### src/source/main_irq.sv
// Graphics IRQ and NMI edge latches for the main CPU, gated by pause and cleared on acknowledge
`timescale 1ns/1ps

module main_irq (
    input  logic clk,
    input  logic rst,
    input  logic gfx_irqn,
    input  logic gfx_nmin,
    input  logic dip_pause,
    input  logic irq_ack,
    output logic irq_n,
    output logic nmi_n
);

    // Bit 0 is the IRQ path, bit 1 the NMI path
    logic [1:0] trig;
    logic [1:0] trig_q;
    logic [1:0] flag;

    // Paused game holds both requests off
    assign trig = {~gfx_nmin & dip_pause, ~gfx_irqn & dip_pause};

    always_ff @(posedge clk) begin
        if (rst) begin
            trig_q <= 2'b00;
            flag   <= 2'b00;
        end else begin
            trig_q <= trig;
            for (int i = 0; i < 2; i++) begin
                // A new edge beats a pending acknowledge
                if (trig[i] && !trig_q[i]) begin
                    flag[i] <= 1'b1;
                end else if (irq_ack) begin
                    flag[i] <= 1'b0;
                end
            end
        end
    end

    assign irq_n = ~flag[0];
    assign nmi_n = ~flag[1];

endmodule

### config.mk
export PLATFORM = sky130hd
export DESIGN_NAME = main_irq
export DESIGN_NICKNAME = d
export VERILOG_FILES = /design/src/source/main_irq.sv
export SDC_FILE = /design/constraint.sdc
export NUM_CORES = 1
export LEC_CHECK = 0
export BUFFER_PORTS_ARGS = -buffer_cell sky130_fd_sc_hd__buf_2
export CAP_MARGIN = 0
export CORE_AREA = 2 2 39 41
export CTS_CLUSTER_SIZE = 28
export DETAILED_ROUTE_END_ITERATION = 8
export DIE_AREA = 0 0 41 43
export GPL_ROUTABILITY_DRIVEN = 0
export HOLD_SLACK_MARGIN = 0.15
export SLEW_MARGIN = 10
export SYNTH_ARGS = -nofsm -noshare
export SYNTH_HDL_FRONTEND = slang
export SYNTH_SLANG_ARGS = --single-unit
### constraint.sdc
create_clock -name clk -period 1.52 [get_ports clk]
set_clock_uncertainty 0.1 [all_clocks]
set_input_delay 0.152 -clock clk [delete_from_list [all_inputs] [get_ports clk]]
set_output_delay 0.152 -clock clk [all_outputs]
set_load 0.03 [all_outputs]
== After elaboration in Yosys (flattened, before gate mapping) ==
Index checks and enable logic that the tools add are counted.
W data, S select, Z words.

* Register bits: 4
* Input port bits: 6
* Output and inout bits: 2
* Logic and storage cells: 18

* Muxes and demuxes: 3
* Bitwise operators: 6
* Reduce and logical (&&, ||, !) cells: 6

{| class="wikitable"
|+ Operator list
! operator !! number
|-
| $not A1 Y1 || 4
|-
| $reduce_bool A2 Y1 || 2
|-
| $mux W1 || 3
|-
| $and A1 B1 Y1 || 2
|-
| $logic_and A1 B1 Y1 || 2
|-
| $logic_not A1 Y1 || 2
|}

== Longest topological paths before layout ==
* Depth after elaboration: 4
* Mapped depth: 2
* Mapped depth without buffers: 2

== Worst setup path after synthesis ==
No wires, ideal clock.

* Path kind: flip-flop to flip-flop
* Start: register trig_q[0]
* End: register flag[0]
* Setup time: 0.087 ns
* Arrival: 0.819 ns
* Data required time: 1.333 ns
* Slack: 0.514 ns
* Cell stages (with the launch flop): 3
* Buffers on the path: 0
* Clock period less this slack: 1.006 ns
* Path through: dfxtp_1 -> or4b_1 -> o31ai_1

* Cells in the longest elaborated chain, start to end: 3
* Elaborated cells on any way between the ends: 4
* Classes of those cells: 1 x mux; 3 x reduce/logical

{| class="wikitable"
|+ Ends and longest elaborated chain
! what !! RTL line !! source
|-
| from (decl) || 17 || <nowiki>logic [1:0] trig_q;</nowiki>
|-
| from (signal assigned) || 28 || <nowiki>trig_q <= trig;</nowiki>
|-
| $logic_not A1 Y1 (*) || 31 || <nowiki>if (trig[i] && !trig_q[i]) begin</nowiki>
|-
| $logic_and A1 B1 Y1 (*) || 31 ||
|-
| $mux W1 or $reduce_bool A2 Y1 (tied branches) || n/a ||
|-
| to (signal assigned) || 26 || <nowiki>flag <= 2'b00;</nowiki>
|-
| to (signal, indexed assignment) || 32 || <nowiki>flag[i] <= 1'b1;</nowiki>
|-
| to (signal, indexed assignment) || 34 || <nowiki>flag[i] <= 1'b0;</nowiki>
|-
| to (decl) || 18 || <nowiki>logic [1:0] flag;</nowiki>
|}

Every way passes the cells marked *; elsewhere a longest branch is shown, timed or not.
A chain may end at the register's enable or synchronous reset.

== Final worst setup path ==
* Start: input rst
* End: register trig_q[1]

{| class="wikitable"
|+ RTL lines
! what !! RTL line !! source
|-
| from (decl) || 6 || <nowiki>input logic rst,</nowiki>
|}

No word-level cell between the ends.

==> impl_metrics.json <==
{
  "status": "finished, final reports clean",
  "fin_ws_ns": 0.05299,
  "die_area_mm2": 0.001763,
  "synth_common_cells": "dfxtp_1, inv_1, nor3b_1, o31ai_1, or4b_1",
  "grt_antenna_before_repair": 0,
  "crit_required_ns": 1.59,
  "postRouteWirelength_um": 344,
  "ios": 8,
  "maxSlewHeadroom": 0.8627,
  "grt_pass1_vias": 177,
  "vdd_drop_max_uv": 327.3,
  "synthMostInstantiatedCell": "dfxtp_1",
  "grtUsageTotal": 0.06520,
  "yosys_register_bits": 4,
  "setup_viol": 0,
  "die_y_um": 43,
  "p_leak_nw": 0.1200,
  "worstSkewPairLatency_ns": 0.23,
  "finish.utilization": 0.2061,
  "cts_buffers": 3,
  "die_x_um": 41,
  "fin_area_um2": 285.3,
  "ys_async_sr_fraction": 0,
  "start_util": 0.09946,
  "drtAntennaViolNets": 0,
  "r2r_cells": 2,
  "fmax_ghz": 0.6817,
  "startpoint": "rst",
  "fin_crit_ns": 1.467,
  "htree_num_levels": 1,
  "cts_tree": "yes",
  "multi_input_area_um2": 60.06,
  "cts_setup_buffers": 0,
  "ys_types": 5,
  "ff2ff_setup_slack_ns": 0.47,
  "cts_buffer_depth": 2,
  "first_pass_iters": 1,
  "cap_viol_max_count": 0,
  "viasPerCell": 3.364,
  "timing.rr.start": "trig_q[1]",
  "synthTopCellsByArea": "dfxtp_1, or4b_1, nor3b_1",
  "grt_overflow_total": 0,
  "start_kind": "input pin",
  "period_share": 0.9651,
  "report.final.slew_viol_count": 0,
  "tightest_slew_ns": 0.2042,
  "cts_sinks": 4,
  "drc": 0,
  "finalPower_mw": 0.2809,
  "synth-seq-area-share": 0.5818,
  "crit_path_max_fanout": 6,
  "cts_root_buf": "clkbuf_4",
  "fillers": 158,
  "areaGrowthSynthToFinish_pct": 107.3,
  "drt_iter0_markers": 0,
  "end_kind": "register",
  "vias": 148,
  "synth.net_count": 18,
  "finalHoldViolCount": 0,
  "ys_warn_count": 0,
  "yosysTopAreaCell": "dfxtp_1",
  "netlist_instances": 12,
  "criticalPathCategory": "in -> reg",
  "diodes": 0,
  "yosys.area.top_type_share": 0.5818,
  "io_buffers": 7,
  "finalNetCount": 36,
  "seq_area_um2": 80.08,
  "grt_max_degree": 7,
  "rows": 14,
  "synth_edf_count": 0,
  "syn-cell-area_um2": 137.6,
  "worst_ep_arrival_time_ns": 1.54,
  "clk_pin_slew_worst_paths_ns": 0.04,
  "tns_ns": 0,
  "setup.worst_path.end": "trig_q[1]",
  "layout-drive-gt1-share": 0.4286,
  "synth-main-ff-cell": "dfxtp_1",
  "r2r_end": "flag[1]",
  "power_density_mw_per_mm2": 984.7,
  "dpl_cell_area_um2": 192.7,
  "grt_pass1_wl_um": 662,
  "wl_per_cell_um": 7.818,
  "dp_slack_ns": 0.4750,
  "hp-class": "in -> reg",
  "syn_avg_cell_area_um2": 11.47,
  "core_region_area_mm2": 0.001384
}
[how the worst min path moves through the flow]
stage / startpoint / end / slack (ns) / cells past startpoint
after floorplan: gfx_irqn / trig_q[0] / 0.13 / 1
after global placement: gfx_irqn / trig_q[0] / 0.23 / 2
after detailed placement: gfx_irqn / trig_q[0] / 0.23 / 2
after CTS: dip_pause / flag[0] / 0.17 / 3
after global routing: dip_pause / flag[0] / 0.22 / 3
final: dip_pause / flag[0] / 0.18 / 3
[registers in the layout, indices dropped and copies added (netlist names)]
| signal | cells |
|---|---|
| trig_q | 2 |
| flag | 2 |
[cells by family after synthesis]
| family | Yosys count | synth area share |
|---|---|---|
| DFF | 4 | 0.5818 |
| and+or+nand+nor | 4 | 0.2545 |
| AOI/OAI and AO/OA | 2 | 0.1091 |
| buffers and inverters | 2 | 0.05457 |
[where the power goes]
part | total, mW | internal (mW) | switching [mW] | leakage [nW]
Sequential | 0.112 | 0.111 | 0.00114 | 0.0329
Combinational | 0.0388 | 0.0210 | 0.0178 | 0.0733
Clock | 0.130 | 0.0882 | 0.0420 | 0.0138
Total | 0.281 | 0.220 | 0.0609 | 0.120
[repair_timing]
item / CTS / global route
endpoints found under the hold margin: 4 / 0
endpoints found under the setup margin: 0 / 2
gates resized for setup: 0 / 2
hold buffers: 6 / 0
[layer usage]
metal	vias up	track usage	part of all wire
met5	-	0	0
met4	0	0.1000	0.049
met3	2	0.03141	0.049
met2	6	0.08125	0.52
met1	63	0.05769	0.38
li1	77	-	-
[worst max-delay path: stages]
cell and delay, ns:
dlygate4sd3_1 0.53, buf_2 0.16, nor3b_2 0.14, dlygate4sd3_1 0.56
[final cells by class]
type                            instances  area share
Clock buffer                            3     0.07895
Inverter                                2     0.02632
Multi-Input combinational cell          6      0.2105
Sequential cell                         4      0.2807
Tap cell                               16     0.07018
Timing Repair Buffer                   13      0.3333
[stage by stage]
stage | hold slack [ns] | instances
3_3_place_gp | 0.2276 | 35
5_1_grt | 0.2174 | 44
4_1_cts | 0.1735 | 44
2_1_floorplan | 0.1271 | 12
3_5_place_dp | 0.2305 | 35
6_report | 0.1786 | 44
[cells in the final DEF, fill, tap and decap left out]
cell type and instances:
clkbuf_4 3, or4b_1 2, dfxtp_1 4, buf_2 7
inv_1 2, nor3b_2 2, dlygate4sd3_1 6, o31ai_1 2
No activity file was read; power rests on OpenSTA's default activity.
