<file path="src/common/main_pkg.sv">
// Memory map, bus region and I/O register encodings for the main CPU subsystem and its testbench
package main_pkg;

    // Work RAM sizing, 4 KB
    localparam int ram_aw = 12;

    // Address pages used by the decoder
    localparam logic [7:0] io_page   = 8'h00;
    localparam logic [7:0] pal_page  = 8'h0C;
    localparam logic [3:0] ram_page  = 4'h1;
    localparam logic [2:0] gfx1_page = 3'd1;
    localparam logic [2:0] gfx2_page = 3'd2;
    localparam logic [2:0] bank_page = 3'd3;

    // ROM banking, 8 KB window at 0x6000
    localparam int rom_bank_w = 3;
    localparam logic [16:0] fixed_rom_base = 17'h10000;

    // Unmapped reads float high
    localparam logic [7:0] open_bus = 8'hFF;

    typedef enum logic [2:0] {
        reg_none,
        reg_io,
        reg_pal,
        reg_ram,
        reg_gfx1,
        reg_gfx2,
        reg_bank,
        reg_fixed
    } region_e;

    // Offsets inside the I/O page
    typedef enum logic [7:0] {
        io_coin      = 8'h10,
        io_joy1      = 8'h11,
        io_joy2      = 8'h12,
        io_dsw_a     = 8'h14,
        io_dsw_b     = 8'h15,
        io_dsw_c     = 8'h16,
        io_snd_irq   = 8'h18,
        io_snd_latch = 8'h1A,
        io_rom_bank  = 8'h1C
    } io_reg_e;

endpackage

</file>
<file path="src/common/cpu_bus_if.sv">
// CPU bus bundle shared by the decoder, work RAM and read multiplexer
`timescale 1ns/1ps

interface cpu_bus_if;
    logic [15:0] addr;
    logic        rnw;
    logic        vma;
    logic [ 7:0] dout;
    logic        cen;

    modport decoder (
        input addr,
        input rnw,
        input vma,
        input dout,
        input cen
    );

    // vma reaches these blocks through ram_cs and region
    modport work_ram (
        input addr,
        input rnw,
        input dout,
        input cen
    );

    modport busmux (
        input addr,
        input rnw,
        input dout,
        input cen
    );
endinterface

</file>
<file path="src/source/main_busmux.sv">
// Main CPU read data multiplexer with cabinet input mapping and the sound CPU latch
`timescale 1ns/1ps

module main_busmux
    import main_pkg::*;
(
    input  logic         clk,
    input  logic         rst,
    cpu_bus_if.busmux    bus,
    input  region_e      region,
    input  logic [7:0]   ram_dout,
    input  logic [7:0]   rom_data,
    input  logic [7:0]   gfx1_dout,
    input  logic [7:0]   gfx2_dout,
    input  logic [7:0]   pal_dout,
    input  logic [1:0]   start_button,
    input  logic [1:0]   coin_input,
    input  logic [5:0]   joystick1,
    input  logic [5:0]   joystick2,
    input  logic         service,
    input  logic [7:0]   dipsw_a,
    input  logic [7:0]   dipsw_b,
    input  logic [3:0]   dipsw_c,
    output logic [7:0]   cpu_din,
    output logic [7:0]   snd_latch,
    output logic         snd_irq
);

    logic [7:0] rd_mux;
    logic [7:0] din_q;
    logic       ram_sel_q;
    logic       io_wr;

    assign io_wr = region == reg_io && bus.cen && !bus.rnw;

    always_comb begin
        rd_mux = open_bus;
        case (region)
            reg_io: begin
                case (bus.addr[7:0])
                    io_coin:  rd_mux = {2'b11, start_button, 2'b11, coin_input};
                    io_joy1:  rd_mux = {2'b11, joystick1};
                    io_joy2:  rd_mux = {2'b11, joystick2};
                    io_dsw_a: rd_mux = dipsw_a;
                    io_dsw_b: rd_mux = dipsw_b;
                    io_dsw_c: rd_mux = {3'b111, service, dipsw_c};
                    default:  rd_mux = open_bus;
                endcase
            end
            reg_pal:   rd_mux = pal_dout;
            reg_gfx1:  rd_mux = gfx1_dout;
            reg_gfx2:  rd_mux = gfx2_dout;
            reg_bank:  rd_mux = rom_data;
            reg_fixed: rd_mux = rom_data;
            default:   rd_mux = open_bus;
        endcase
    end

    always_ff @(posedge clk) begin
        if (rst) begin
            din_q     <= open_bus;
            ram_sel_q <= 1'b0;
        end else begin
            din_q     <= rd_mux;
            ram_sel_q <= region == reg_ram;
        end
    end

    // RAM output is already registered, so it bypasses din_q
    assign cpu_din = ram_sel_q ? ram_dout : din_q;

    always_ff @(posedge clk) begin
        if (rst) begin
            snd_latch <= 8'h00;
            snd_irq   <= 1'b0;
        end else begin
            snd_irq <= io_wr && bus.addr[7:0] == io_snd_irq;
            if (io_wr && bus.addr[7:0] == io_snd_latch) begin
                snd_latch <= bus.dout;
            end
        end
    end

endmodule

</file>
<file path="src/flat_wrapper.sv">
// flat-port wrapper written by rule: the top's interface ports become plain ports
module main_busmux_flat import main_pkg::*;
  (clk, rst, region, ram_dout, rom_data, gfx1_dout, gfx2_dout, pal_dout, start_button, coin_input, joystick1, joystick2, service, dipsw_a, dipsw_b, dipsw_c, cpu_din, snd_latch, snd_irq, bus_addr, bus_rnw, bus_dout, bus_cen);
  cpu_bus_if bus_i ();
  input  logic clk;
  input  logic rst;
  input  region_e region;
  input  logic [7:0] ram_dout;
  input  logic [7:0] rom_data;
  input  logic [7:0] gfx1_dout;
  input  logic [7:0] gfx2_dout;
  input  logic [7:0] pal_dout;
  input  logic [1:0] start_button;
  input  logic [1:0] coin_input;
  input  logic [5:0] joystick1;
  input  logic [5:0] joystick2;
  input  logic service;
  input  logic [7:0] dipsw_a;
  input  logic [7:0] dipsw_b;
  input  logic [3:0] dipsw_c;
  output logic [7:0] cpu_din;
  output logic [7:0] snd_latch;
  output logic snd_irq;
  input wire logic [$bits(bus_i.addr)-1:0] bus_addr;
  input wire logic [$bits(bus_i.rnw)-1:0] bus_rnw;
  input wire logic [$bits(bus_i.dout)-1:0] bus_dout;
  input wire logic [$bits(bus_i.cen)-1:0] bus_cen;
  assign bus_i.addr = bus_addr;
  assign bus_i.rnw = bus_rnw;
  assign bus_i.dout = bus_dout;
  assign bus_i.cen = bus_cen;
  main_busmux u_core (.clk(clk), .rst(rst), .bus(bus_i), .region(region), .ram_dout(ram_dout), .rom_data(rom_data), .gfx1_dout(gfx1_dout), .gfx2_dout(gfx2_dout), .pal_dout(pal_dout), .start_button(start_button), .coin_input(coin_input), .joystick1(joystick1), .joystick2(joystick2), .service(service), .dipsw_a(dipsw_a), .dipsw_b(dipsw_b), .dipsw_c(dipsw_c), .cpu_din(cpu_din), .snd_latch(snd_latch), .snd_irq(snd_irq));
endmodule
</file>
<file path="config.mk">
export PLATFORM = sky130hd
export DESIGN_NAME = main_busmux_flat
export DESIGN_NICKNAME = d
export VERILOG_FILES = /design/src/common/main_pkg.sv /design/src/common/cpu_bus_if.sv /design/src/source/main_busmux.sv /design/src/flat_wrapper.sv
export SDC_FILE = /design/constraint.sdc
export NUM_CORES = 1
export LEC_CHECK = 0
export ABC_AREA = 0
export BUFFER_PORTS_ARGS = -buffer_cell sky130_fd_sc_hd__buf_2
export CAP_MARGIN = 20
export CORE_MARGIN = 2
export CORE_UTILIZATION = 42
export CTS_BUF_LIST = sky130_fd_sc_hd__clkbuf_16
export CTS_CLUSTER_DIAMETER = 80
export CTS_CLUSTER_SIZE = 24
export DETAILED_ROUTE_END_ITERATION = 8
export GPL_TIMING_DRIVEN = 1
export PLACE_DENSITY = 0.86
export SLEW_MARGIN = 40
export SYNTH_ARGS = -nofsm -noshare
export SYNTH_HDL_FRONTEND = slang
export SYNTH_SLANG_ARGS = --single-unit
</file>
<file path="constraint.sdc">
create_clock -name clk -period 5.6 [get_ports clk]
set_input_delay 1.12 -clock clk [delete_from_list [all_inputs] [get_ports clk]]
set_output_delay 1.12 -clock clk [all_outputs]
set_load 0.05 [all_outputs]
</file>
* Word-level counts from Yosys, hierarchy flattened
Cells that the tools add are included.
** Word-level totals
- Output and inout port bits :: 17
- Input bits :: 108
- Flip-flop bits (word level) :: 18
- Logic and storage cells :: 28
** Operators by class
- Muxes and demuxes :: 3
- Equality and inequality tests :: 15
- Reductions and logical operators :: 6
** Operator list (number)
- $eq 8x5->1 const B :: 8
- $pmux 8 s6 :: 1
- $pmux 8 s5 :: 1
- $eq 3x3->1 const B :: 4
- $mux 8 :: 1
- $eq 3x2->1 const B :: 2
- $logic_and 1x1->1 :: 4
- $eq 3x1->1 const B :: 1
- $reduce_or 2->1 :: 1
- $logic_not 1->1 :: 1

* Logic depth before layout (Yosys ltp)
Gate-level depths: netlist of the first run.
- Depth in word-level cells :: 4
- Gate-level depth with buffers :: 6
- Mapped depth without buffers :: 4

* Worst setup path after synthesis of the first run
OpenSTA, ideal clock, no wires.
- Kind :: input -> output
- Start :: input port ram_dout[0]
- End :: output port cpu_din[0]
- Data required time :: 4.480 ns
- Path buffers :: 0
- Stages on the path :: 1
- Data arrival time :: 1.495 ns
- Path slack :: 2.985 ns
- Cells stage by stage :: mux2_2
** Between the ends
- Longest elaborated chain between the ends :: 1
** RTL lines
- from (decl) :: RTL line flat_wrapper.sv:8 : input logic [7:0] ram_dout;
- $mux 8 :: RTL line main_busmux.sv:70 : assign cpu_din = ram_sel_q ? ram_dout : din_q;
- to (decl) :: RTL line flat_wrapper.sv:21 : output logic [7:0] cpu_din;
Every way passes these cells.

* Final worst setup path of the first run
- Start :: input port ram_dout[7]
- End :: output port cpu_din[7]
Same word-level chain as after synthesis.

==> results.py, run 1 <==
metrics = {
    "clock_tree": {
        "cts_setup_buffers": 0,
        "clock_latency_ns": 0.24,
        "cts.sinks": 18,
        "cts_buffer_depth": 2,
        "clkTransAtPathRegs_ns": 0.05,
        "ctsResizeCount": 0,
        "cts_root_buffer": "clkbuf_16",
        "ctsHoldBuffers": 0,
        "cts_tree": "yes",
        "h-tree-depth": 1,
        "numCtsBuffers": 3,
    },
    "critical_path": {
        "cp_slowest_cell": "mux2_2",
        "critPathMostFrequentCell": "buf_2",
        "critical_path_class": "input port to output port",
        "critPathTopFamily": "buffers and inverters",
        "cpPeakStageDelay_ns": 0.25,
        "r2r_slack_ns": 5.00,
        "cp.required_ns": 4.48,
        "cp_data_arrival_time_ns": 1.68,
        "path_buf_inv": 2,
        "end_kind": "output port",
        "start_kind": "input port",
        "cp_cell_sequence": "buf_2 -> mux2_2 -> buf_2",
        "cp_max_fo": 1,
    },
    "sta": {
        "rsz0062_at_grt": "false",
        "period_share": 0.500,
        "fin_tns_setup_ns": 0,
        "whs_ns": 0.471,
        "period_minus_slack_ns": 2.80,
        "fin_skew_ns": 0,
        "worstMarginPinSlew_ns": 0.683,
        "report.final.setup_viol": 0,
        "fmax_ghz": 0.357,
        "finalHoldViolCount": 0,
        "finalMaxSlewViolations": 0,
        "max_slew_margin": 0.541,
    },
    "grt": {
        "grtUsageTotal": 0.205,
        "grt_overflow": 0,
        "grt_pass1_vias": 1550,
        "grt_antenna_before_repair": 0,
        "grt_pass1_wl_mm": 6.78,
        "grt_max_degree": 27,
    },
    "die": {
        "io_pins": 125,
        "die_h_um": 64.0,
        "initial_core_util": 0.447,
        "core.rowCount": 21,
        "die_x_um": 64.0,
        "core_mm2": 0.00339,
        "die_area_mm2": 0.00410,
    },
    "route": {
        "dr_total_vias": 1762,
        "wl_mm": 4.34,
        "firstDrtPassIters": 4,
        "drc": 0,
        "viasPerCell": 5.20,
        "drtIter0Drc": 53,
        "ant_nets": 0,
        "avgRoutedWirePerCell_um": 12.8,
    },
    "pwr": {
        "ir_worst_vdd_mv": 0.100,
        "power_density_mw_per_mm2": 181,
        "switching_power_mw": 0.107,
        "power_mw": 0.390,
        "power.share.combinational": 0.300,
        "power.leakage_nw": 1.00,
        "sw_frac_of_total": 0.275,
        "clkPwrFrac": 0.354,
        "p_int_mw": 0.283,
        "seqPwrFrac": 0.345,
    },
    "finish": {
        "antenna_cells": 0,
        "drive_gt1_frac": 0.447,
        "fillers": 304,
        "layout.nets": 402,
        "final_util": 0.635,
        "final_cell_mix": "116 x buf_2, 23 x o21ai_0, 18 x nand2b_1, 18 x dfxtp_1, 11 x mux2_2",
        "final_common_cell": "buf_2",
        "syn_to_final_growth_pct": 42.2,
    },
    "synthesis": {
        "synth-edff-count": 0,
        "synthDistinctLibCells": 42,
        "syn_nets": 297,
        "synth-seq-area-share": 0.238,
        "syn_area_mm2": 0.00151,
        "synthFlopType": "dfxtp_1",
        "synth_cells": 189,
        "avgSynthCellArea_um2": 8.01,
        "synthArstFlopShare": 0,
        "yosys_warnings": 0,
        "synth_seq_cells": 18,
    },
    "placement": {
        "gp_congestion": 0.779,
        "dp_hpwl_mm": 3.55,
        "io_buffers": 116,
    },
    "outcome": {
        "outcome": "finished clean",
    },
    "hold_path": {
        "hp-class": "flip-flop to flip-flop",
    },
    "run": {
        "drv_cap": 0,
    },
}
## flip-flops by register name (all words and copies together) (netlist names)
signal,flops
u_core.ram_sel_q,1
u_core.snd_latch,8
u_core.snd_irq,1
u_core.din_q,8
## synthesized netlist by cell type, types with 2 or more instances
| cell | instances | area share |
|---|---|---|
| o21ai_0 | 23 | 0.076 |
| dfxtp_1 | 18 | 0.24 |
| nand2b_1 | 18 | 0.074 |
| mux2_2 | 11 | 0.082 |
| clkbuf_1 | 10 | 0.025 |
| nor2_1 | 9 | 0.022 |
| mux2i_1 | 8 | 0.053 |
| nand3b_1 | 8 | 0.040 |
| a21oi_1 | 7 | 0.023 |
| inv_1 | 7 | 0.017 |
| nor2b_1 | 7 | 0.029 |
| a221oi_1 | 6 | 0.035 |
| nand2_1 | 6 | 0.015 |
| a22oi_1 | 4 | 0.020 |
| o211ai_1 | 4 | 0.020 |
| a21o_1 | 3 | 0.015 |
| a22o_1 | 3 | 0.017 |
| a311oi_1 | 3 | 0.017 |
| nand3_1 | 3 | 0.0099 |
| nor3_1 | 3 | 0.0099 |
| a2111o_1 | 2 | 0.015 |
| buf_1 | 2 | 0.0050 |
| buf_2 | 2 | 0.0066 |
| buf_6 | 2 | 0.015 |
| nor4b_1 | 2 | 0.012 |
| or4b_1 | 2 | 0.013 |
## final cells by class
class	instances	area [um^2]	share of cell area
Clock inverter	1	3.75	0.00174
Sequential cell	18	360	0.167
Multi-Input combinational cell	148	1050	0.488
Inverter	7	26.3	0.0122
Tap cell	46	57.6	0.0267
Timing Repair Buffer	116	581	0.270
Clock buffer	3	75.1	0.0349
## cells by family (layout without fill, tap and decap cells)
logic type,Yosys count,after routing,share of synthesized area
and+or+nand+nor,67,67,0.281
buffers and inverters,23,127,0.0686
DFF,18,18,0.238
muxes,19,19,0.135
AOI/OAI and AO/OA,62,62,0.278
## worst reg2reg max path, cell delays in order, from the launching register on
cell and delay, ns:
dfxtp_1 0.33, nand2b_1 0.05, o21ai_0 0.14
## stage by stage
stage          worst slack [ns]  cell area [um^2]  instances
3_5_place_dp               2.55              2070        335
6_report                   2.80              2150        339
2_1_floorplan              2.99              1510        189
3_3_place_gp               2.64              2070        335
4_1_cts                    2.79              2150        339
5_1_grt                    2.64              2150        339
## final timing paths
path,end,from,cells past startpoint
setup / recovery,cpu_din[7],ram_dout[7],3
hold / removal,u_core.snd_latch[5],u_core.snd_latch[5],2
setup reg to reg,u_core.snd_latch[3],u_core.snd_latch[3],2
hold reg to reg,u_core.snd_latch[5],u_core.snd_latch[5],2
## layer usage
metal / part of all wire / wire length, um / up-vias / GRT usage
met5: 0 / 0 / - / 0
met4: 0.012 / 50 / 0 / 0.0571
met3: 0.061 / 266 / 4 / 0.0335
met2: 0.49 / 2140 / 59 / 0.353
met1: 0.43 / 1880 / 782 / 0.263
li1: - / - / 917 / -
## power by group through the flow
stage | Sequential, mW | Clock (mW) | Combinational (mW)
4_1_cts | 0.135 | 0.139 | 0.118
5_1_grt | 0.135 | 0.146 | 0.128
3_5_place_dp | 0.137 | 0 | 0.117
3_3_place_gp | 0.137 | 0 | 0.115
6_report | 0.135 | 0.138 | 0.117
2_1_floorplan | 0.136 | 0 | 0.0720
Power figures use the tool's default switching activity.
==> inputs of run 2 (changes only) <==
Settings changed: CORE_UTILIZATION 42 to 39, PLACE_DENSITY 0.86 to 0.81.
Clock period 5.6 ns to 2.8 ns, I/O delays scaled along.
==> run 2 against run 1 <==
Compared with the run above: worst setup slack worse by 2.0 ns; sequential power up 99%; cell area increased by 0.81%; routed wire length is 8.7% higher; hold slack about the same; die area is 7.2% higher; combinational power rose by 100%; non-clock buffer count up 2; clock skew unchanged; sequential cell count stayed put; largest cell class unchanged.
==> results.py, run 2 (synthesized netlist as in run 1, its figures left out) <==
metrics = {
    "outcome": {
        "outcome": "finished clean",
    },
    "critical_path": {
        "cp_slowest_cell": "nor4b_1",
        "start_kind": "input port",
        "cp.required_ns": 2.92,
        "critical_path_class": "input port to flip-flop",
        "critPathTopFamily": "simple AND/OR/NAND/NOR gates",
        "end_kind": "flip-flop",
        "cp_max_fo": 6,
        "path_buf_inv": 1,
        "cpPeakStageDelay_ns": 0.52,
        "cp_data_arrival_time_ns": 2.12,
        "cp_cell_sequence": "buf_2 -> nor4b_1 -> nand2b_1 -> o21ai_0 -> or4b_1",
    },
    "clock_tree": {
        "cts.sinks": 18,
        "ctsHoldBuffers": 0,
        "cts_tree": "yes",
        "cts_setup_buffers": 0,
        "cts_buffer_depth": 2,
        "cts_root_buffer": "clkbuf_16",
        "numCtsBuffers": 3,
        "clock_latency_ns": 0.25,
        "h-tree-depth": 1,
        "ctsResizeCount": 0,
        "clkTransAtPathRegs_ns": 0.05,
    },
    "grt": {
        "grt_overflow": 0,
        "grt_antenna_before_repair": 0,
        "use_met2": 0.391,
        "grtUsageMet3": 0.0307,
        "grt_pass1_vias": 1662,
        "grt_pass1_wl_mm": 7.28,
        "grt_max_degree": 27,
        "grtUsageTotal": 0.210,
        "use_met1": 0.249,
        "top_usage_layer": "met2",
    },
    "pwr": {
        "ir_worst_vdd_mv": 0.188,
        "power_density_mw_per_mm2": 367,
        "power.leakage_nw": 1.01,
        "power_mw": 0.796,
    },
    "placement": {
        "placed_cell_area_mm2": 0.00209,
        "preCtsSetupSlack_ns": 0.536,
        "dp_hpwl_mm": 3.73,
        "io_buffers": 116,
        "gp_congestion": 0.798,
    },
    "sta": {
        "worstMarginPinSlew_ns": 0.546,
        "finalMaxSlewViolations": 0,
        "report.final.setup_viol": 0,
        "rsz0062_at_grt": "false",
        "fin_tns_setup_ns": 0,
        "period_minus_slack_ns": 2.00,
        "period_share": 0.713,
        "max_slew_margin": 0.631,
        "fmax_ghz": 0.501,
        "finalHoldViolCount": 0,
        "worst_slack_ns": 0.802,
        "whs_ns": 0.471,
        "fin_skew_ns": 0,
    },
    "finish": {
        "antenna_cells": 0,
        "fillers": 367,
        "fin_area_mm2": 0.00217,
        "final_cell_mix": "116 x buf_2, 23 x o21ai_0, 18 x nand2b_1, 18 x dfxtp_1, 11 x mux2_2",
        "final_common_cell": "buf_2",
        "drive_gt1_frac": 0.451,
        "reg_top3": "u_core.din_q: 8 flops, u_core.snd_latch: 8 flops",
        "layout.nets": 404,
        "syn_to_final_growth_pct": 43.4,
    },
    "hold_path": {
        "hp-class": "flip-flop to flip-flop",
    },
    "route": {
        "drtIter0Drc": 102,
        "avgRoutedWirePerCell_um": 13.7,
        "dr_total_vias": 1831,
        "ant_nets": 0,
        "wl_mm": 4.72,
        "drc": 0,
        "firstDrtPassIters": 4,
        "viasPerCell": 5.34,
    },
    "run": {
        "drv_cap": 0,
    },
    "die": {
        "die_area_mm2": 0.00440,
        "die_x_um": 66.3,
        "die_h_um": 66.3,
        "core_mm2": 0.00369,
        "initial_core_util": 0.410,
        "io_pins": 125,
        "core.rowCount": 22,
    },
}
## run 2: changes by cell type in the layout (fill, tap and decap cells not counted)
cell   change
buf_4      +2
## run 2: power by group
group	leakage [nW]	total, mW	internal (mW)	switching, mW
clock network	0.0385	0.290	0.190	0.0998
registers	0.147	0.269	0.266	0.00317
logic	0.825	0.238	0.111	0.127
## run 2: worst min-delay path: cells and delay by family, from the launching register on
family / cells / cell delay, ns
simple gates: 1 / 0.06
compound gates: 1 / 0.06
flops: 1 / 0.31
## run 2: area by class of cell
cell class	instances	area, um^2	share of cell area
clock buffer	3	75.1	0.0346
clock inverter	1	3.75	0.00173
inverter	7	26.3	0.0121
multi-input combinational	148	1050	0.484
sequential	18	360	0.166
tap	48	60.1	0.0277
timing repair buffer	118	596	0.274
## run 2: stage by stage
step,util,cells
finish,0.589,343
floorplan,-,189
CTS,0.589,343
detailed placement,0.567,339
global placement,0.567,339
global route,0.589,343
## run 2: final timing paths
kind / startpoint / endpoint / slack, ns / cells past startpoint
max: bus_addr[5] / u_core.din_q[1] / 0.80 / 5
min: u_core.snd_latch[2] / u_core.snd_latch[2] / 0.47 / 2
max reg2reg: u_core.snd_latch[6] / u_core.snd_latch[6] / 2.17 / 2
min reg2reg: u_core.snd_latch[2] / u_core.snd_latch[2] / 0.47 / 2
## run 2: metal layers
metal  vias to the layer above  wire, um
met5                         -         0
li1                        918         -
met4                         0        36
met2                        84      2400
met1                       825      1890
met3                         4       380
