===== config.mk =====
export PLATFORM = sky130hd
export DESIGN_NAME = main_decoder_flat
export DESIGN_NICKNAME = d
export VERILOG_FILES = /design/src/common/main_pkg.sv /design/src/common/cpu_bus_if.sv /design/src/main_decoder/main_decoder.sv /design/src/flat_wrapper.sv
export SDC_FILE = /design/constraint.sdc
export NUM_CORES = 1
export LEC_CHECK = 0
export BUFFER_PORTS_ARGS = -buffer_cell sky130_fd_sc_hd__buf_4
export CAP_MARGIN = 10
export CORE_MARGIN = 5
export CORE_UTILIZATION = 35
export DETAILED_ROUTE_END_ITERATION = 10
export GPL_ROUTABILITY_DRIVEN = 0
export MAX_ROUTING_LAYER = met4
export PLACE_DENSITY = 0.83
export SLEW_MARGIN = 0
export SYNTH_ARGS = -nofsm -noshare
export SYNTH_HDL_FRONTEND = slang
export SYNTH_SLANG_ARGS = --single-unit

===== constraint.sdc =====
create_clock -name clk -period 4.7 [get_ports clk]
set_clock_uncertainty 0.2 [all_clocks]
set_input_delay 0.94 -clock clk [delete_from_list [all_inputs] [get_ports clk]]
set_output_delay 0.94 -clock clk [all_outputs]
set_load 0.03 [all_outputs]

===== src/common/main_pkg.sv =====
// Memory map, bus region and I/O register encodings for the main CPU subsystem and its testbench
package main_pkg;

    // Work RAM sizing, 4 KB
    localparam int ram_aw = 12;

    // Address pages used by the decoder
    localparam logic [7:0] io_page   = 8'h00;
    localparam logic [7:0] pal_page  = 8'h0C;
    localparam logic [3:0] ram_page  = 4'h1;
    localparam logic [2:0] gfx1_page = 3'd1;
    localparam logic [2:0] gfx2_page = 3'd2;
    localparam logic [2:0] bank_page = 3'd3;

    // ROM banking, 8 KB window at 0x6000
    localparam int rom_bank_w = 3;
    localparam logic [16:0] fixed_rom_base = 17'h10000;

    // Unmapped reads float high
    localparam logic [7:0] open_bus = 8'hFF;

    typedef enum logic [2:0] {
        reg_none,
        reg_io,
        reg_pal,
        reg_ram,
        reg_gfx1,
        reg_gfx2,
        reg_bank,
        reg_fixed
    } region_e;

    // Offsets inside the I/O page
    typedef enum logic [7:0] {
        io_coin      = 8'h10,
        io_joy1      = 8'h11,
        io_joy2      = 8'h12,
        io_dsw_a     = 8'h14,
        io_dsw_b     = 8'h15,
        io_dsw_c     = 8'h16,
        io_snd_irq   = 8'h18,
        io_snd_latch = 8'h1A,
        io_rom_bank  = 8'h1C
    } io_reg_e;

endpackage


===== src/common/cpu_bus_if.sv =====
// CPU bus bundle shared by the decoder, work RAM and read multiplexer
`timescale 1ns/1ps

interface cpu_bus_if;
    logic [15:0] addr;
    logic        rnw;
    logic        vma;
    logic [ 7:0] dout;
    logic        cen;

    modport decoder (
        input addr,
        input rnw,
        input vma,
        input dout,
        input cen
    );

    // vma reaches these blocks through ram_cs and region
    modport work_ram (
        input addr,
        input rnw,
        input dout,
        input cen
    );

    modport busmux (
        input addr,
        input rnw,
        input dout,
        input cen
    );
endinterface


===== src/main_decoder/main_decoder.sv =====
// Main CPU address decoder with chip selects, ROM bank register and banked ROM address
`timescale 1ns/1ps

module main_decoder
    import main_pkg::*;
(
    input  logic         clk,
    input  logic         rst,
    cpu_bus_if.decoder   bus,
    input  logic         rom_ok,
    output region_e      region,
    output logic         ram_cs,
    output logic         gfx1_cs,
    output logic         gfx2_cs,
    output logic         pal_cs,
    output logic         rom_cs,
    output logic         cpu_wait,
    output logic [16:0]  rom_addr
);

    logic [rom_bank_w-1:0] rom_bank;
    logic                  bank_we;

    // Larger windows first, the I/O and palette pages sit inside the low 4 KB
    always_comb begin
        if (!bus.vma) begin
            region = reg_none;
        end else if (bus.addr[15]) begin
            region = reg_fixed;
        end else if (bus.addr[15:13] == bank_page) begin
            region = reg_bank;
        end else if (bus.addr[15:13] == gfx2_page) begin
            region = reg_gfx2;
        end else if (bus.addr[15:13] == gfx1_page) begin
            region = reg_gfx1;
        end else if (bus.addr[15:12] == ram_page) begin
            region = reg_ram;
        end else if (bus.addr[15:8] == pal_page) begin
            region = reg_pal;
        end else if (bus.addr[15:8] == io_page) begin
            region = reg_io;
        end else begin
            region = reg_none;
        end
    end

    assign ram_cs   = region == reg_ram;
    assign gfx1_cs  = region == reg_gfx1;
    assign gfx2_cs  = region == reg_gfx2;
    assign pal_cs   = region == reg_pal;
    assign rom_cs   = region == reg_bank || region == reg_fixed;

    // CPU stalls until the ROM fetch is ready
    assign cpu_wait = rom_cs & ~rom_ok;

    assign bank_we = region == reg_io && bus.cen && !bus.rnw &&
                     bus.addr[7:0] == io_rom_bank;

    always_ff @(posedge clk) begin
        if (rst) begin
            rom_bank <= '0;
        end else if (bank_we) begin
            rom_bank <= bus.dout[rom_bank_w-1:0];
        end
    end

    // Banked window sits below the fixed 32 KB in the ROM image
    always_comb begin
        if (bus.addr[15]) begin
            rom_addr = fixed_rom_base + {2'b00, bus.addr[14:0]};
        end else begin
            rom_addr = {1'b0, rom_bank, bus.addr[12:0]};
        end
    end

endmodule


===== src/flat_wrapper.sv =====
// flat-port wrapper written by rule: the top's interface ports become plain ports
module main_decoder_flat import main_pkg::*;
  (clk, rst, rom_ok, region, ram_cs, gfx1_cs, gfx2_cs, pal_cs, rom_cs, cpu_wait, rom_addr, bus_addr, bus_rnw, bus_vma, bus_dout, bus_cen);
  cpu_bus_if bus_i ();
  input  logic clk;
  input  logic rst;
  input  logic rom_ok;
  output region_e region;
  output logic ram_cs;
  output logic gfx1_cs;
  output logic gfx2_cs;
  output logic pal_cs;
  output logic rom_cs;
  output logic cpu_wait;
  output logic [16:0] rom_addr;
  input wire logic [$bits(bus_i.addr)-1:0] bus_addr;
  input wire logic [$bits(bus_i.rnw)-1:0] bus_rnw;
  input wire logic [$bits(bus_i.vma)-1:0] bus_vma;
  input wire logic [$bits(bus_i.dout)-1:0] bus_dout;
  input wire logic [$bits(bus_i.cen)-1:0] bus_cen;
  assign bus_i.addr = bus_addr;
  assign bus_i.rnw = bus_rnw;
  assign bus_i.vma = bus_vma;
  assign bus_i.dout = bus_dout;
  assign bus_i.cen = bus_cen;
  main_decoder u_core (.clk(clk), .rst(rst), .bus(bus_i), .rom_ok(rom_ok), .region(region), .ram_cs(ram_cs), .gfx1_cs(gfx1_cs), .gfx2_cs(gfx2_cs), .pal_cs(pal_cs), .rom_cs(rom_cs), .cpu_wait(cpu_wait), .rom_addr(rom_addr));
endmodule

; Yosys cells after proc, flatten, opt, wreduce, memory -nomap -nowiden
; Index checks and enable logic that the tools add are counted.
[totals]
reg_bits = 3
inputBits = 30
output_inout_bits = 26
wordCells = 32
[op_classes]
add_sub_neg = 1
eq_ne = 13
mux = 9
bitwise_logic = 2
reduce_logical = 6
[op_table]
columns = operator, count
row1 = 3-bit two-way mux, 7
row2 = "17-bit by 15-bit adder with 17-bit output, first input constant", 1
row3 = 17-bit two-way mux, 1
row4 = "3-bit by 2-bit == test with 1-bit output, second input constant", 4
row5 = "3-bit == test, second input constant", 4
row6 = "8-bit by 4-bit == test with 1-bit output, second input constant", 1
row7 = "8-bit by 5-bit == test with 1-bit output, second input constant", 1
row8 = 8-bit zero test, 1
row9 = "3-bit by 1-bit == test with 1-bit output, second input constant", 2
row10 = "4-bit by 1-bit == test with 1-bit output, second input constant", 1
row11 = 1-bit logical AND, 3
row12 = 1-bit bitwise AND, 1
row13 = 1-bit zero test, 1
row14 = 1-bit logical OR, 1
row15 = 1-bit two-way mux, 1
row16 = 1-bit NOT, 1

; Depth between registers and ports, before layout
; Gate-level depths: netlist (run 1).
[depth]
ltp_word = 13
depth_mapped = 5
ltp_nobuf = 4

; Least setup slack after synthesis (run 1)
; No wires, ideal clock.
[synth_path]
path_kind = input port to output port
from = input bus_addr[14]
to = output cpu_wait
arrival_ns = 2.307
required_ns = 3.560
slack_ns = 1.253
path_stages = 5
path_buffers = 1
cell_sequence = buf_2 > nor4_1 > and3_4 > nor2_1 > nor3_1
[synth_between]
elab_chain_len = 12
word_cells_on_any_way = 18
classes_between = eq/ne (7) / mux (8) / bitwise (1) / reduce/logical (2)
[synth_rtl]
columns = item, line_no
row1 = "start, declared", flat_wrapper.sv:16  ; input wire logic [$bits(bus_i.addr)-1:0] bus_addr;
row2 = 8-bit zero test, main_decoder.sv:40  ; end else if (bus.addr[15:8] == io_page) begin
row3 = 1-bit two-way mux, main_decoder.sv:40
row4 = 3-bit two-way mux, main_decoder.sv:38  ; end else if (bus.addr[15:8] == pal_page) begin
row5 = 3-bit two-way mux, main_decoder.sv:36  ; end else if (bus.addr[15:12] == ram_page) begin
row6 = 3-bit two-way mux, main_decoder.sv:34  ; end else if (bus.addr[15:13] == gfx1_page) begin
row7 = 3-bit two-way mux, main_decoder.sv:32  ; end else if (bus.addr[15:13] == gfx2_page) begin
row8 = 3-bit two-way mux (*), main_decoder.sv:30  ; end else if (bus.addr[15:13] == bank_page) begin
row9 = 3-bit two-way mux (*), main_decoder.sv:28  ; end else if (bus.addr[15]) begin
row10 = 3-bit two-way mux (*), main_decoder.sv:26  ; if (!bus.vma) begin
row11 = 3-bit == test, main_decoder.sv:51  ; assign rom_cs = region == reg_bank || region == reg_fixed;
row12 = 1-bit logical OR (*), main_decoder.sv:51
row13 = 1-bit bitwise AND (*), main_decoder.sv:54  ; assign cpu_wait = rom_cs & ~rom_ok;
row14 = "end, declared", flat_wrapper.sv:14  ; output logic cpu_wait;
; Every way passes the cells marked *; elsewhere a longest branch is shown, timed or not.

; Worst setup path after layout (run 1)
[layout_path]
from = input bus_addr[13]
to = output pal_cs
[layout_between]
elab_chain_len = 10
word_cells_on_any_way = 15
classes_between = eq/ne (6) / mux (8) / reduce/logical (1)
[layout_rtl]
columns = item, line_no
row1 = 8-bit zero test, main_decoder.sv:40
row2 = 1-bit two-way mux, main_decoder.sv:40
row3 = 3-bit two-way mux, main_decoder.sv:38
row4 = 3-bit two-way mux, main_decoder.sv:36
row5 = 3-bit two-way mux, main_decoder.sv:34
row6 = 3-bit two-way mux, main_decoder.sv:32
row7 = 3-bit two-way mux (*), main_decoder.sv:30
row8 = 3-bit two-way mux (*), main_decoder.sv:28
row9 = 3-bit two-way mux (*), main_decoder.sv:26
row10 = 3-bit by 2-bit == test with 1-bit output (*), main_decoder.sv:50  ; assign pal_cs = region == reg_pal;
row11 = "end, declared", flat_wrapper.sv:12  ; output logic pal_cs;
; Marked as above.

==> impl_metrics.env, run 1 <==
export IMPL_maxSlewViolCount=0
export IMPL_r2r_end="u_core.rom_bank[0]"
export IMPL_grt_first_pass_wirelength_mm=1.95
export IMPL_place_ws_ns=1.40
export IMPL_p_int_mw=0.0901
export IMPL_vias=545
export IMPL_cts_made_buffers=3
export IMPL_drv_cap=0
export IMPL_seq_area_um2=60.1
export IMPL_hold_path_startpoint="u_core.rom_bank[1]"
export IMPL_netSwitchingPower_mw=0.0553
export IMPL_reg2reg_slack_ns=3.95
export IMPL_largest_register="u_core.rom_bank"
export IMPL_use_met3_pct=1.92
export IMPL_required_ns=3.56
export IMPL_avgSynthCellArea_um2=8.56
export IMPL_ir_drop_v=0.000144
export IMPL_post_cts_repair_setup_buffers=0
export IMPL_tightest_slew_ns=0.461
export IMPL_start_kind="input port"
export IMPL_p_sw_share_pct=38.0
export IMPL_wl_mm=1.40
export IMPL_r2r_start="u_core.rom_bank[0]"
export IMPL_power_frac_seq_pct=17.6
export IMPL_clk_path_buf_depth=2
export IMPL_cp_max_fo=7
export IMPL_min_to="u_core.rom_bank[1]"
export IMPL_grt_ovfl_total=0
export IMPL_slew_headroom_pct=69.0
export IMPL_die_width_um=47.3
export IMPL_ys_ff_latch=3
export IMPL_clock_power_share_pct=32.2
export IMPL_rows=13
export IMPL_outcome="completed"
export IMPL_crit_arrival_ns=2.14
export IMPL_min_path_cells=2
export IMPL_cts_tree="built"
export IMPL_hold_viol=0
export IMPL_reg2regPathDepth=2
export IMPL_setup_violations_final=0
export IMPL_min_period_ns=3.28
export IMPL_reg_top3="u_core.rom_bank: 3 flops"
export IMPL_cellLeakagePower_nw=0.380
export IMPL_powerDensity_nw_per_um2=183
export IMPL_grt_start_max_net_pins=10
export IMPL_cts_hold_fix_buffers=0
export IMPL_first_iter_violations=2
export IMPL_yosysUniqueCellTypes=25
export IMPL_cts_repair_resized=0
export IMPL_die_h_um=47.3
export IMPL_drcViolationCount=0
export IMPL_finalCritPeriodShare_pct=69.8
export IMPL_fmax_mhz=305
export IMPL_syn_to_final_growth_pct=62.6
export IMPL_clk_latency_ns=0.24
export IMPL_wl_per_cell_um=12.7
export IMPL_end_kind="output pin"
export IMPL_cts_root_buf="clkbuf_4"
export IMPL_final_antenna_net_count=0
export IMPL_rsz0062_at_grt="no"
export IMPL_num_antenna_cells=0
export IMPL_synthesis_area_um2=488
export IMPL_use_met1_pct=9.62
export IMPL_grt_antenna_before_repair=0
export IMPL_syn_inst=57
export IMPL_grt_pass1_vias=532
export IMPL_yosysWarnings=0
export IMPL_tns_ns=0
export IMPL_final_layout_size_suffix_gt1_share_pct=64.2
export IMPL_clkSlewWorstSetupHoldPaths_ns=0.04
export IMPL_synth_net_count=87
export IMPL_largest_register_ffs=3
export IMPL_drt_vias_per_instance=4.95
export IMPL_path_class="in2out"
export IMPL_start_util_pct=37.0
export IMPL_busiest_layer="met2"
export IMPL_drtPass1Iterations=2
export IMPL_grt_util_all_layers_pct=12.8
export IMPL_io_buffers=50
export IMPL_nFillCells=136
export IMPL_hpwl_mm=1.24
export IMPL_hp_class="reg2reg"
export IMPL_setup_ws_ns=1.42
export IMPL_cts_sinks=3
export IMPL_yosysSeqAreaShare_pct=12.3
export IMPL_die_area_um2=2240
export IMPL_ctsHtreeMaxLevel=1
export IMPL_core_um2=1320
export IMPL_top_level_ports=56
export IMPL_met2_usage_pct=26.5
export IMPL_multiInputGateArea_um2=302
export IMPL_combPwrFrac_pct=50.2
export IMPL_final_nets=126
cell usage after synthesis, drive strengths merged:
cell type | n | area [µm²]
and3 | 1 | 11.3
nor4bb | 2 | 20.0
nor4b | 3 | 47.5
dfxtp | 3 | 60.1
nand4 | 1 | 6.26
and2 | 1 | 6.26
nor3 | 1 | 5.00
nor4 | 3 | 40.0
mux2i | 3 | 30.0
mux2 | 2 | 22.5
inv | 3 | 11.3
nand2b | 7 | 43.8
o31ai | 2 | 15.0
nor2 | 3 | 11.3
nor2b | 2 | 12.5
and4 | 1 | 8.76
buf | 16 | 115
a21boi | 1 | 7.51
a21oi | 1 | 5.00
o21ai | 1 | 8.76
placed cells by master, fill, tap and decap left out, drive strengths merged, types with 2 or more instances in the layout:
master,count
buf,50
nor4bb,2
clkbuf,4
nor2b,2
nor4,3
dfxtp,3
nor4b,3
nand2b,7
mux2,2
inv,3
o31ai,2
nor2,3
mux2i,3
worst max-delay path: stages:
cell and delay (ns):
buf_4 0.14, nor4_1 0.28, and3_4 0.24, nor2_1 0.08, nor4b_2 0.25, buf_4 0.20
area by class of cell:
cell class | count | share of cell area [%]
Multi-Input combinational cell | 35 | 38.0
Sequential cell | 3 | 7.57
Timing Repair Buffer | 50 | 47.3
Clock buffer | 4 | 3.31
Tap cell | 15 | 2.37
Inverter | 3 | 1.42
through the flow:
stage	hold slack, ns	total power [mW]	cells	util [%]	cell area (µm²)
after detailed placement	0.266	0.0997	106	58.2	767
after floorplan	0.243	0.0715	57	-	488
final	0.270	0.145	110	60.2	793
after global routing	0.301	0.154	110	60.2	793
after CTS	0.274	0.149	110	60.2	793
after global placement	0.255	0.0989	106	58.2	767
worst max-delay path by stage:
stage,start,endpoint,slack [ns],cells past startpoint
after global placement,bus_addr[13],pal_cs,1.42,6
after floorplan,bus_addr[14],cpu_wait,1.25,5
after detailed placement,bus_addr[13],pal_cs,1.40,6
final,bus_addr[13],pal_cs,1.42,6
after CTS,bus_addr[13],pal_cs,1.40,6
after global routing,bus_addr[13],pal_cs,1.33,6
cell families (layout without fill, tap and decap cells):
family,Yosys count,in the layout,synth area share [%]
multiplexers,5,5,10.8
flip-flops,3,3,12.3
AO/OA/AOI/OAI,5,5,7.43
AND/OR/NAND/NOR,25,25,43.6
buffers and inverters,19,57,25.9
power by group through the flow:
stage	clock network [mW]	logic, mW	registers, mW
5_1_grt	0.0511	0.0773	0.0255
2_1_floorplan	0	0.0456	0.0260
4_1_cts	0.0498	0.0740	0.0256
6_report	0.0468	0.0730	0.0256
3_5_place_dp	0	0.0737	0.0260
3_3_place_gp	0	0.0729	0.0260
routing by layer:
metal  wire, µm  part of all wire, %  vias up
met2        706                   51       37
li1           -                    -      265
met4         17                  1.2        0
met3        244                   17        2
met1        428                   31      241
met5          0                    0        -
(Power assumes the default switching activity.)
==> run 2, diff against run 1 <==
--- a/config.mk
+++ b/config.mk
@@ -8,11 +8,11 @@
 export BUFFER_PORTS_ARGS = -buffer_cell sky130_fd_sc_hd__buf_4
 export CAP_MARGIN = 10
 export CORE_MARGIN = 5
-export CORE_UTILIZATION = 35
+export CORE_UTILIZATION = 29
 export DETAILED_ROUTE_END_ITERATION = 10
 export GPL_ROUTABILITY_DRIVEN = 0
 export MAX_ROUTING_LAYER = met4
-export PLACE_DENSITY = 0.83
+export PLACE_DENSITY = 0.74
 export SLEW_MARGIN = 0
 export SYNTH_ARGS = -nofsm -noshare
 export SYNTH_HDL_FRONTEND = slang
==> constraint.sdc (replaced) <==
create_clock -name clk -period 2.9 [get_ports clk]
set_clock_uncertainty 0.2 [all_clocks]
set_input_delay 0.58 -clock clk [delete_from_list [all_inputs] [get_ports clk]]
set_output_delay 0.58 -clock clk [all_outputs]
set_load 0.03 [all_outputs]
==> impl_metrics.env, run 2 (synthesis results as in run 1) <==
export IMPL_outcome="completed"
export IMPL_fmax_mhz=393
export IMPL_largest_register="u_core.rom_bank"
export IMPL_first_iter_violations=5
export IMPL_die_area_um2=2600
export IMPL_end_kind="output pin"
export IMPL_vias=521
export IMPL_start_kind="input port"
export IMPL_hold_viol=0
export IMPL_grt_first_pass_wirelength_mm=1.98
export IMPL_die_width_um=51.0
export IMPL_final_antenna_net_count=0
export IMPL_grt_ovfl_total=0
export IMPL_rows=14
export IMPL_ir_drop_v=0.000181
export IMPL_reg2regPathDepth=2
export IMPL_syn_to_final_growth_pct=62.8
export IMPL_core_um2=1560
export IMPL_post_cts_repair_setup_buffers=0
export IMPL_powerDensity_nw_per_um2=291
export IMPL_cellLeakagePower_nw=0.380
export IMPL_ctsHtreeMaxLevel=1
export IMPL_reg_top3="u_core.rom_bank: 3 flops"
export IMPL_crit_end="pal_cs"
export IMPL_layout_commonest_cell="buf_4"
export IMPL_top_level_ports=56
export IMPL_crit_arrival_ns=1.77
export IMPL_grt_pass1_vias=477
export IMPL_wl_mm=1.35
export IMPL_reg2reg_slack_ns=2.14
export IMPL_grt_util_all_layers_pct=10.1
export IMPL_finalCritPeriodShare_pct=87.8
export IMPL_tns_ns=0
export IMPL_hpwl_mm=1.21
export IMPL_required_ns=2.12
export IMPL_cts_tree="built"
export IMPL_clk_path_buf_depth=2
export IMPL_r2r_start="u_core.rom_bank[1]"
export IMPL_power_mw=0.231
export IMPL_drtPass1Iterations=2
export IMPL_cts_root_buf="clkbuf_4"
export IMPL_drcViolationCount=0
export IMPL_num_antenna_cells=0
export IMPL_r2r_end="u_core.rom_bank[1]"
export IMPL_grt_start_max_net_pins=10
export IMPL_drt_vias_per_instance=4.69
export IMPL_clkSlewWorstSetupHoldPaths_ns=0.03
export IMPL_critPathLaunch="bus_addr[13]"
export IMPL_final_nets=126
export IMPL_cts_made_buffers=3
export IMPL_fin_util_pct=51.0
export IMPL_cts_hold_fix_buffers=0
export IMPL_cts_repair_resized=0
export IMPL_fin_cells=111
export IMPL_final_layout_size_suffix_gt1_share_pct=64.2
export IMPL_drv_cap=0
export IMPL_hold_ws_ns=0.266
export IMPL_start_util_pct=31.3
export IMPL_maxSlewViolCount=0
export IMPL_setup_violations_final=0
export IMPL_mostFrequentLayoutCells="50 x buf_4, 7 x nand2b_1"
export IMPL_io_buffers=50
export IMPL_place_inst=107
export IMPL_nFillCells=163
export IMPL_largest_register_ffs=3
export IMPL_hold_path_startpoint="u_core.rom_bank[2]"
export IMPL_rsz0062_at_grt="no"
export IMPL_grt_antenna_before_repair=0
export IMPL_hp_class="reg2reg"
export IMPL_path_class="in2out"
export IMPL_cp_max_fo=7
export IMPL_clk_latency_ns=0.23
export IMPL_cts_sinks=3
export IMPL_tightest_slew_ns=0.448
export IMPL_wl_per_cell_um=12.2
export IMPL_min_period_ns=2.55
export IMPL_die_h_um=51.0
export IMPL_slew_headroom_pct=69.9
-- run 2: metrics by stage --
step / setup WS, ns / instance area, µm²
floorplan: 0.173 / 488
global placement: 0.326 / 768
detailed placement: 0.336 / 768
CTS: 0.336 / 795
global route: 0.260 / 795
finish: 0.353 / 795
-- run 2: final cells by class --
cell class                 instances  area [µm²]  share of cell area (%)
sequential                         3        60.1                    7.56
inverter                           3        11.3                    1.42
multi-input combinational         35         302                    38.0
tap                               16        20.0                    2.52
clock buffer                       4        26.3                    3.31
timing repair buffer              50         375                    47.2
-- run 2: worst min-delay path by stage --
stage	end	depth (start not counted)
after detailed placement	u_core.rom_bank[2]	2
after global placement	u_core.rom_bank[1]	2
after CTS	u_core.rom_bank[2]	2
after floorplan	u_core.rom_bank[2]	2
after global routing	u_core.rom_bank[2]	2
final	u_core.rom_bank[2]	2
-- run 2: metal layers --
metal,part of all wire (%),vias to the layer above,global-route usage (%)
met4,0,0,6.73
li1,-,265,-
met2,47,36,16.3
met1,35,220,9.91
met3,18,0,4.07
met5,0,-,-
-- run 2: critical path: stages --
cell	delay (ns)
buf_4	0.14
nor4_1	0.27
and3_4	0.24
nor2_1	0.09
nor4b_2	0.25
buf_4	0.20
-- run 2: where the power goes --
group / total, mW / internal (mW) / switching (mW)
clock network: 0.0717 / 0.0515 / 0.0202
registers: 0.0415 / 0.0415 / 0.000000157
logic: 0.118 / 0.0529 / 0.0654
total: 0.231 / 0.146 / 0.0856
==> run 3, diff against run 2 <==
--- a/config.mk
+++ b/config.mk
@@ -7,12 +7,14 @@
 export LEC_CHECK = 0
 export BUFFER_PORTS_ARGS = -buffer_cell sky130_fd_sc_hd__buf_4
 export CAP_MARGIN = 10
+export CELL_PAD_IN_SITES_DETAIL_PLACEMENT = 1
+export CELL_PAD_IN_SITES_GLOBAL_PLACEMENT = 1
 export CORE_MARGIN = 5
-export CORE_UTILIZATION = 29
+export CORE_UTILIZATION = 18
 export DETAILED_ROUTE_END_ITERATION = 10
 export GPL_ROUTABILITY_DRIVEN = 0
 export MAX_ROUTING_LAYER = met4
-export PLACE_DENSITY = 0.74
+export PLACE_DENSITY_LB_ADDON = 0.1
 export SLEW_MARGIN = 0
 export SYNTH_ARGS = -nofsm -noshare
 export SYNTH_HDL_FRONTEND = slang
==> impl_metrics.env, run 3 (synthesis results as in run 1) <==
export IMPL_reg_top3="u_core.rom_bank: 3 flops"
export IMPL_wl_per_cell_um=12.5
export IMPL_post_cts_repair_setup_buffers=0
export IMPL_rsz0062_at_grt="no"
export IMPL_hpwl_mm=1.38
export IMPL_clk_path_buf_depth=2
export IMPL_fin_cells=125
export IMPL_clk_latency_ns=0.23
export IMPL_final_nets=126
export IMPL_clkSlewWorstSetupHoldPaths_ns=0.04
export IMPL_drtPass1Iterations=2
export IMPL_grt_ovfl_total=0
export IMPL_cellLeakagePower_nw=0.380
export IMPL_grt_pass1_vias=542
export IMPL_tns_ns=0
export IMPL_rows=18
export IMPL_ctsHtreeMaxLevel=1
export IMPL_die_width_um=62.1
export IMPL_cts_sinks=3
export IMPL_fin_area_um2=812
export IMPL_io_buffers=50
export IMPL_tightest_slew_ns=0.489
export IMPL_mostFrequentLayoutCells="50 x buf_4, 7 x nand2b_1"
export IMPL_final_antenna_net_count=0
export IMPL_grt_start_max_net_pins=10
export IMPL_powerDensity_nw_per_um2=289
export IMPL_hold_ws_ns=0.268
export IMPL_syn_to_final_growth_pct=66.4
export IMPL_drt_vias_per_instance=4.29
export IMPL_end_kind="output pin"
export IMPL_place_area_um2=786
export IMPL_largest_register_ffs=3
export IMPL_required_ns=2.12
export IMPL_outcome="completed"
export IMPL_vias=536
export IMPL_power_mw=0.234
export IMPL_min_period_ns=2.55
export IMPL_maxSlewViolCount=0
export IMPL_setup_ws_ns=0.353
export IMPL_largest_register="u_core.rom_bank"
export IMPL_nFillCells=320
export IMPL_top_level_ports=56
export IMPL_cts_root_buf="clkbuf_4"
export IMPL_first_iter_violations=4
export IMPL_start_kind="input port"
export IMPL_final_layout_size_suffix_gt1_share_pct=64.2
export IMPL_die_area_um2=3850
export IMPL_cts_made_buffers=3
export IMPL_slew_headroom_pct=67.1
export IMPL_hold_viol=0
export IMPL_path_class="in2out"
export IMPL_cp_max_fo=7
export IMPL_drcViolationCount=0
export IMPL_num_antenna_cells=0
export IMPL_start_util_pct=19.2
export IMPL_place_inst=121
export IMPL_place_ws_ns=0.334
export IMPL_finalCritPeriodShare_pct=87.8
export IMPL_grt_antenna_before_repair=0
export IMPL_fmax_mhz=393
export IMPL_cts_tree="built"
export IMPL_cts_repair_resized=0
export IMPL_setup_violations_final=0
export IMPL_die_h_um=62.1
export IMPL_core_um2=2540
export IMPL_grt_util_all_layers_pct=8.11
export IMPL_ir_drop_v=0.000189
export IMPL_drv_cap=0
export IMPL_layout_commonest_cell="buf_4"
export IMPL_wl_mm=1.57
export IMPL_crit_arrival_ns=1.77
export IMPL_hp_class="reg2reg"
export IMPL_fin_util_pct=31.9
export IMPL_cts_hold_fix_buffers=0
export IMPL_grt_first_pass_wirelength_mm=2.29
run 3: cell counts in the layout (fill, tap and decap cells not counted):
Identical to the previous run, type by type.
run 3: cell type report:
class                      count  area, µm²  area share (%)
clock buffer                   4       26.3            3.24
inverter                       3       11.3            1.39
multi-input combinational     35        302            37.1
sequential                     3       60.1            7.40
tap                           30       37.5            4.62
timing repair buffer          50        375            46.2
run 3: worst max-delay path, stage by stage:
cell and delay, ns:
buf_4 0.15, nor4_1 0.27, and3_4 0.24, nor2_1 0.08, nor4b_2 0.25, buf_4 0.20
run 3: worst paths after layout:
check,start,end,slack [ns],cells after the start
worst max-delay path,bus_addr[13],pal_cs,0.35,6
worst min register to register,u_core.rom_bank[2],u_core.rom_bank[2],0.27,2
worst max register to register,u_core.rom_bank[2],u_core.rom_bank[2],2.15,2
worst min-delay path,u_core.rom_bank[2],u_core.rom_bank[2],0.27,2
run 3: routing by layer:
metal / routed length [µm] / global-route usage (%) / vias up
met5: 0 / - / -
met4: 0 / 4.55 / 0
met3: 231 / 2.07 / 0
li1: - / - / 265
met2: 778 / 13.3 / 30
met1: 557 / 8.81 / 241
run 3: power by group:
part	switching (mW)	leakage [nW]	internal, mW	total, mW
registers	0.000000142	0.0241	0.0415	0.0415
logic	0.0666	0.341	0.0529	0.119
clock network	0.0218	0.0150	0.0516	0.0734
total	0.0884	0.380	0.146	0.234
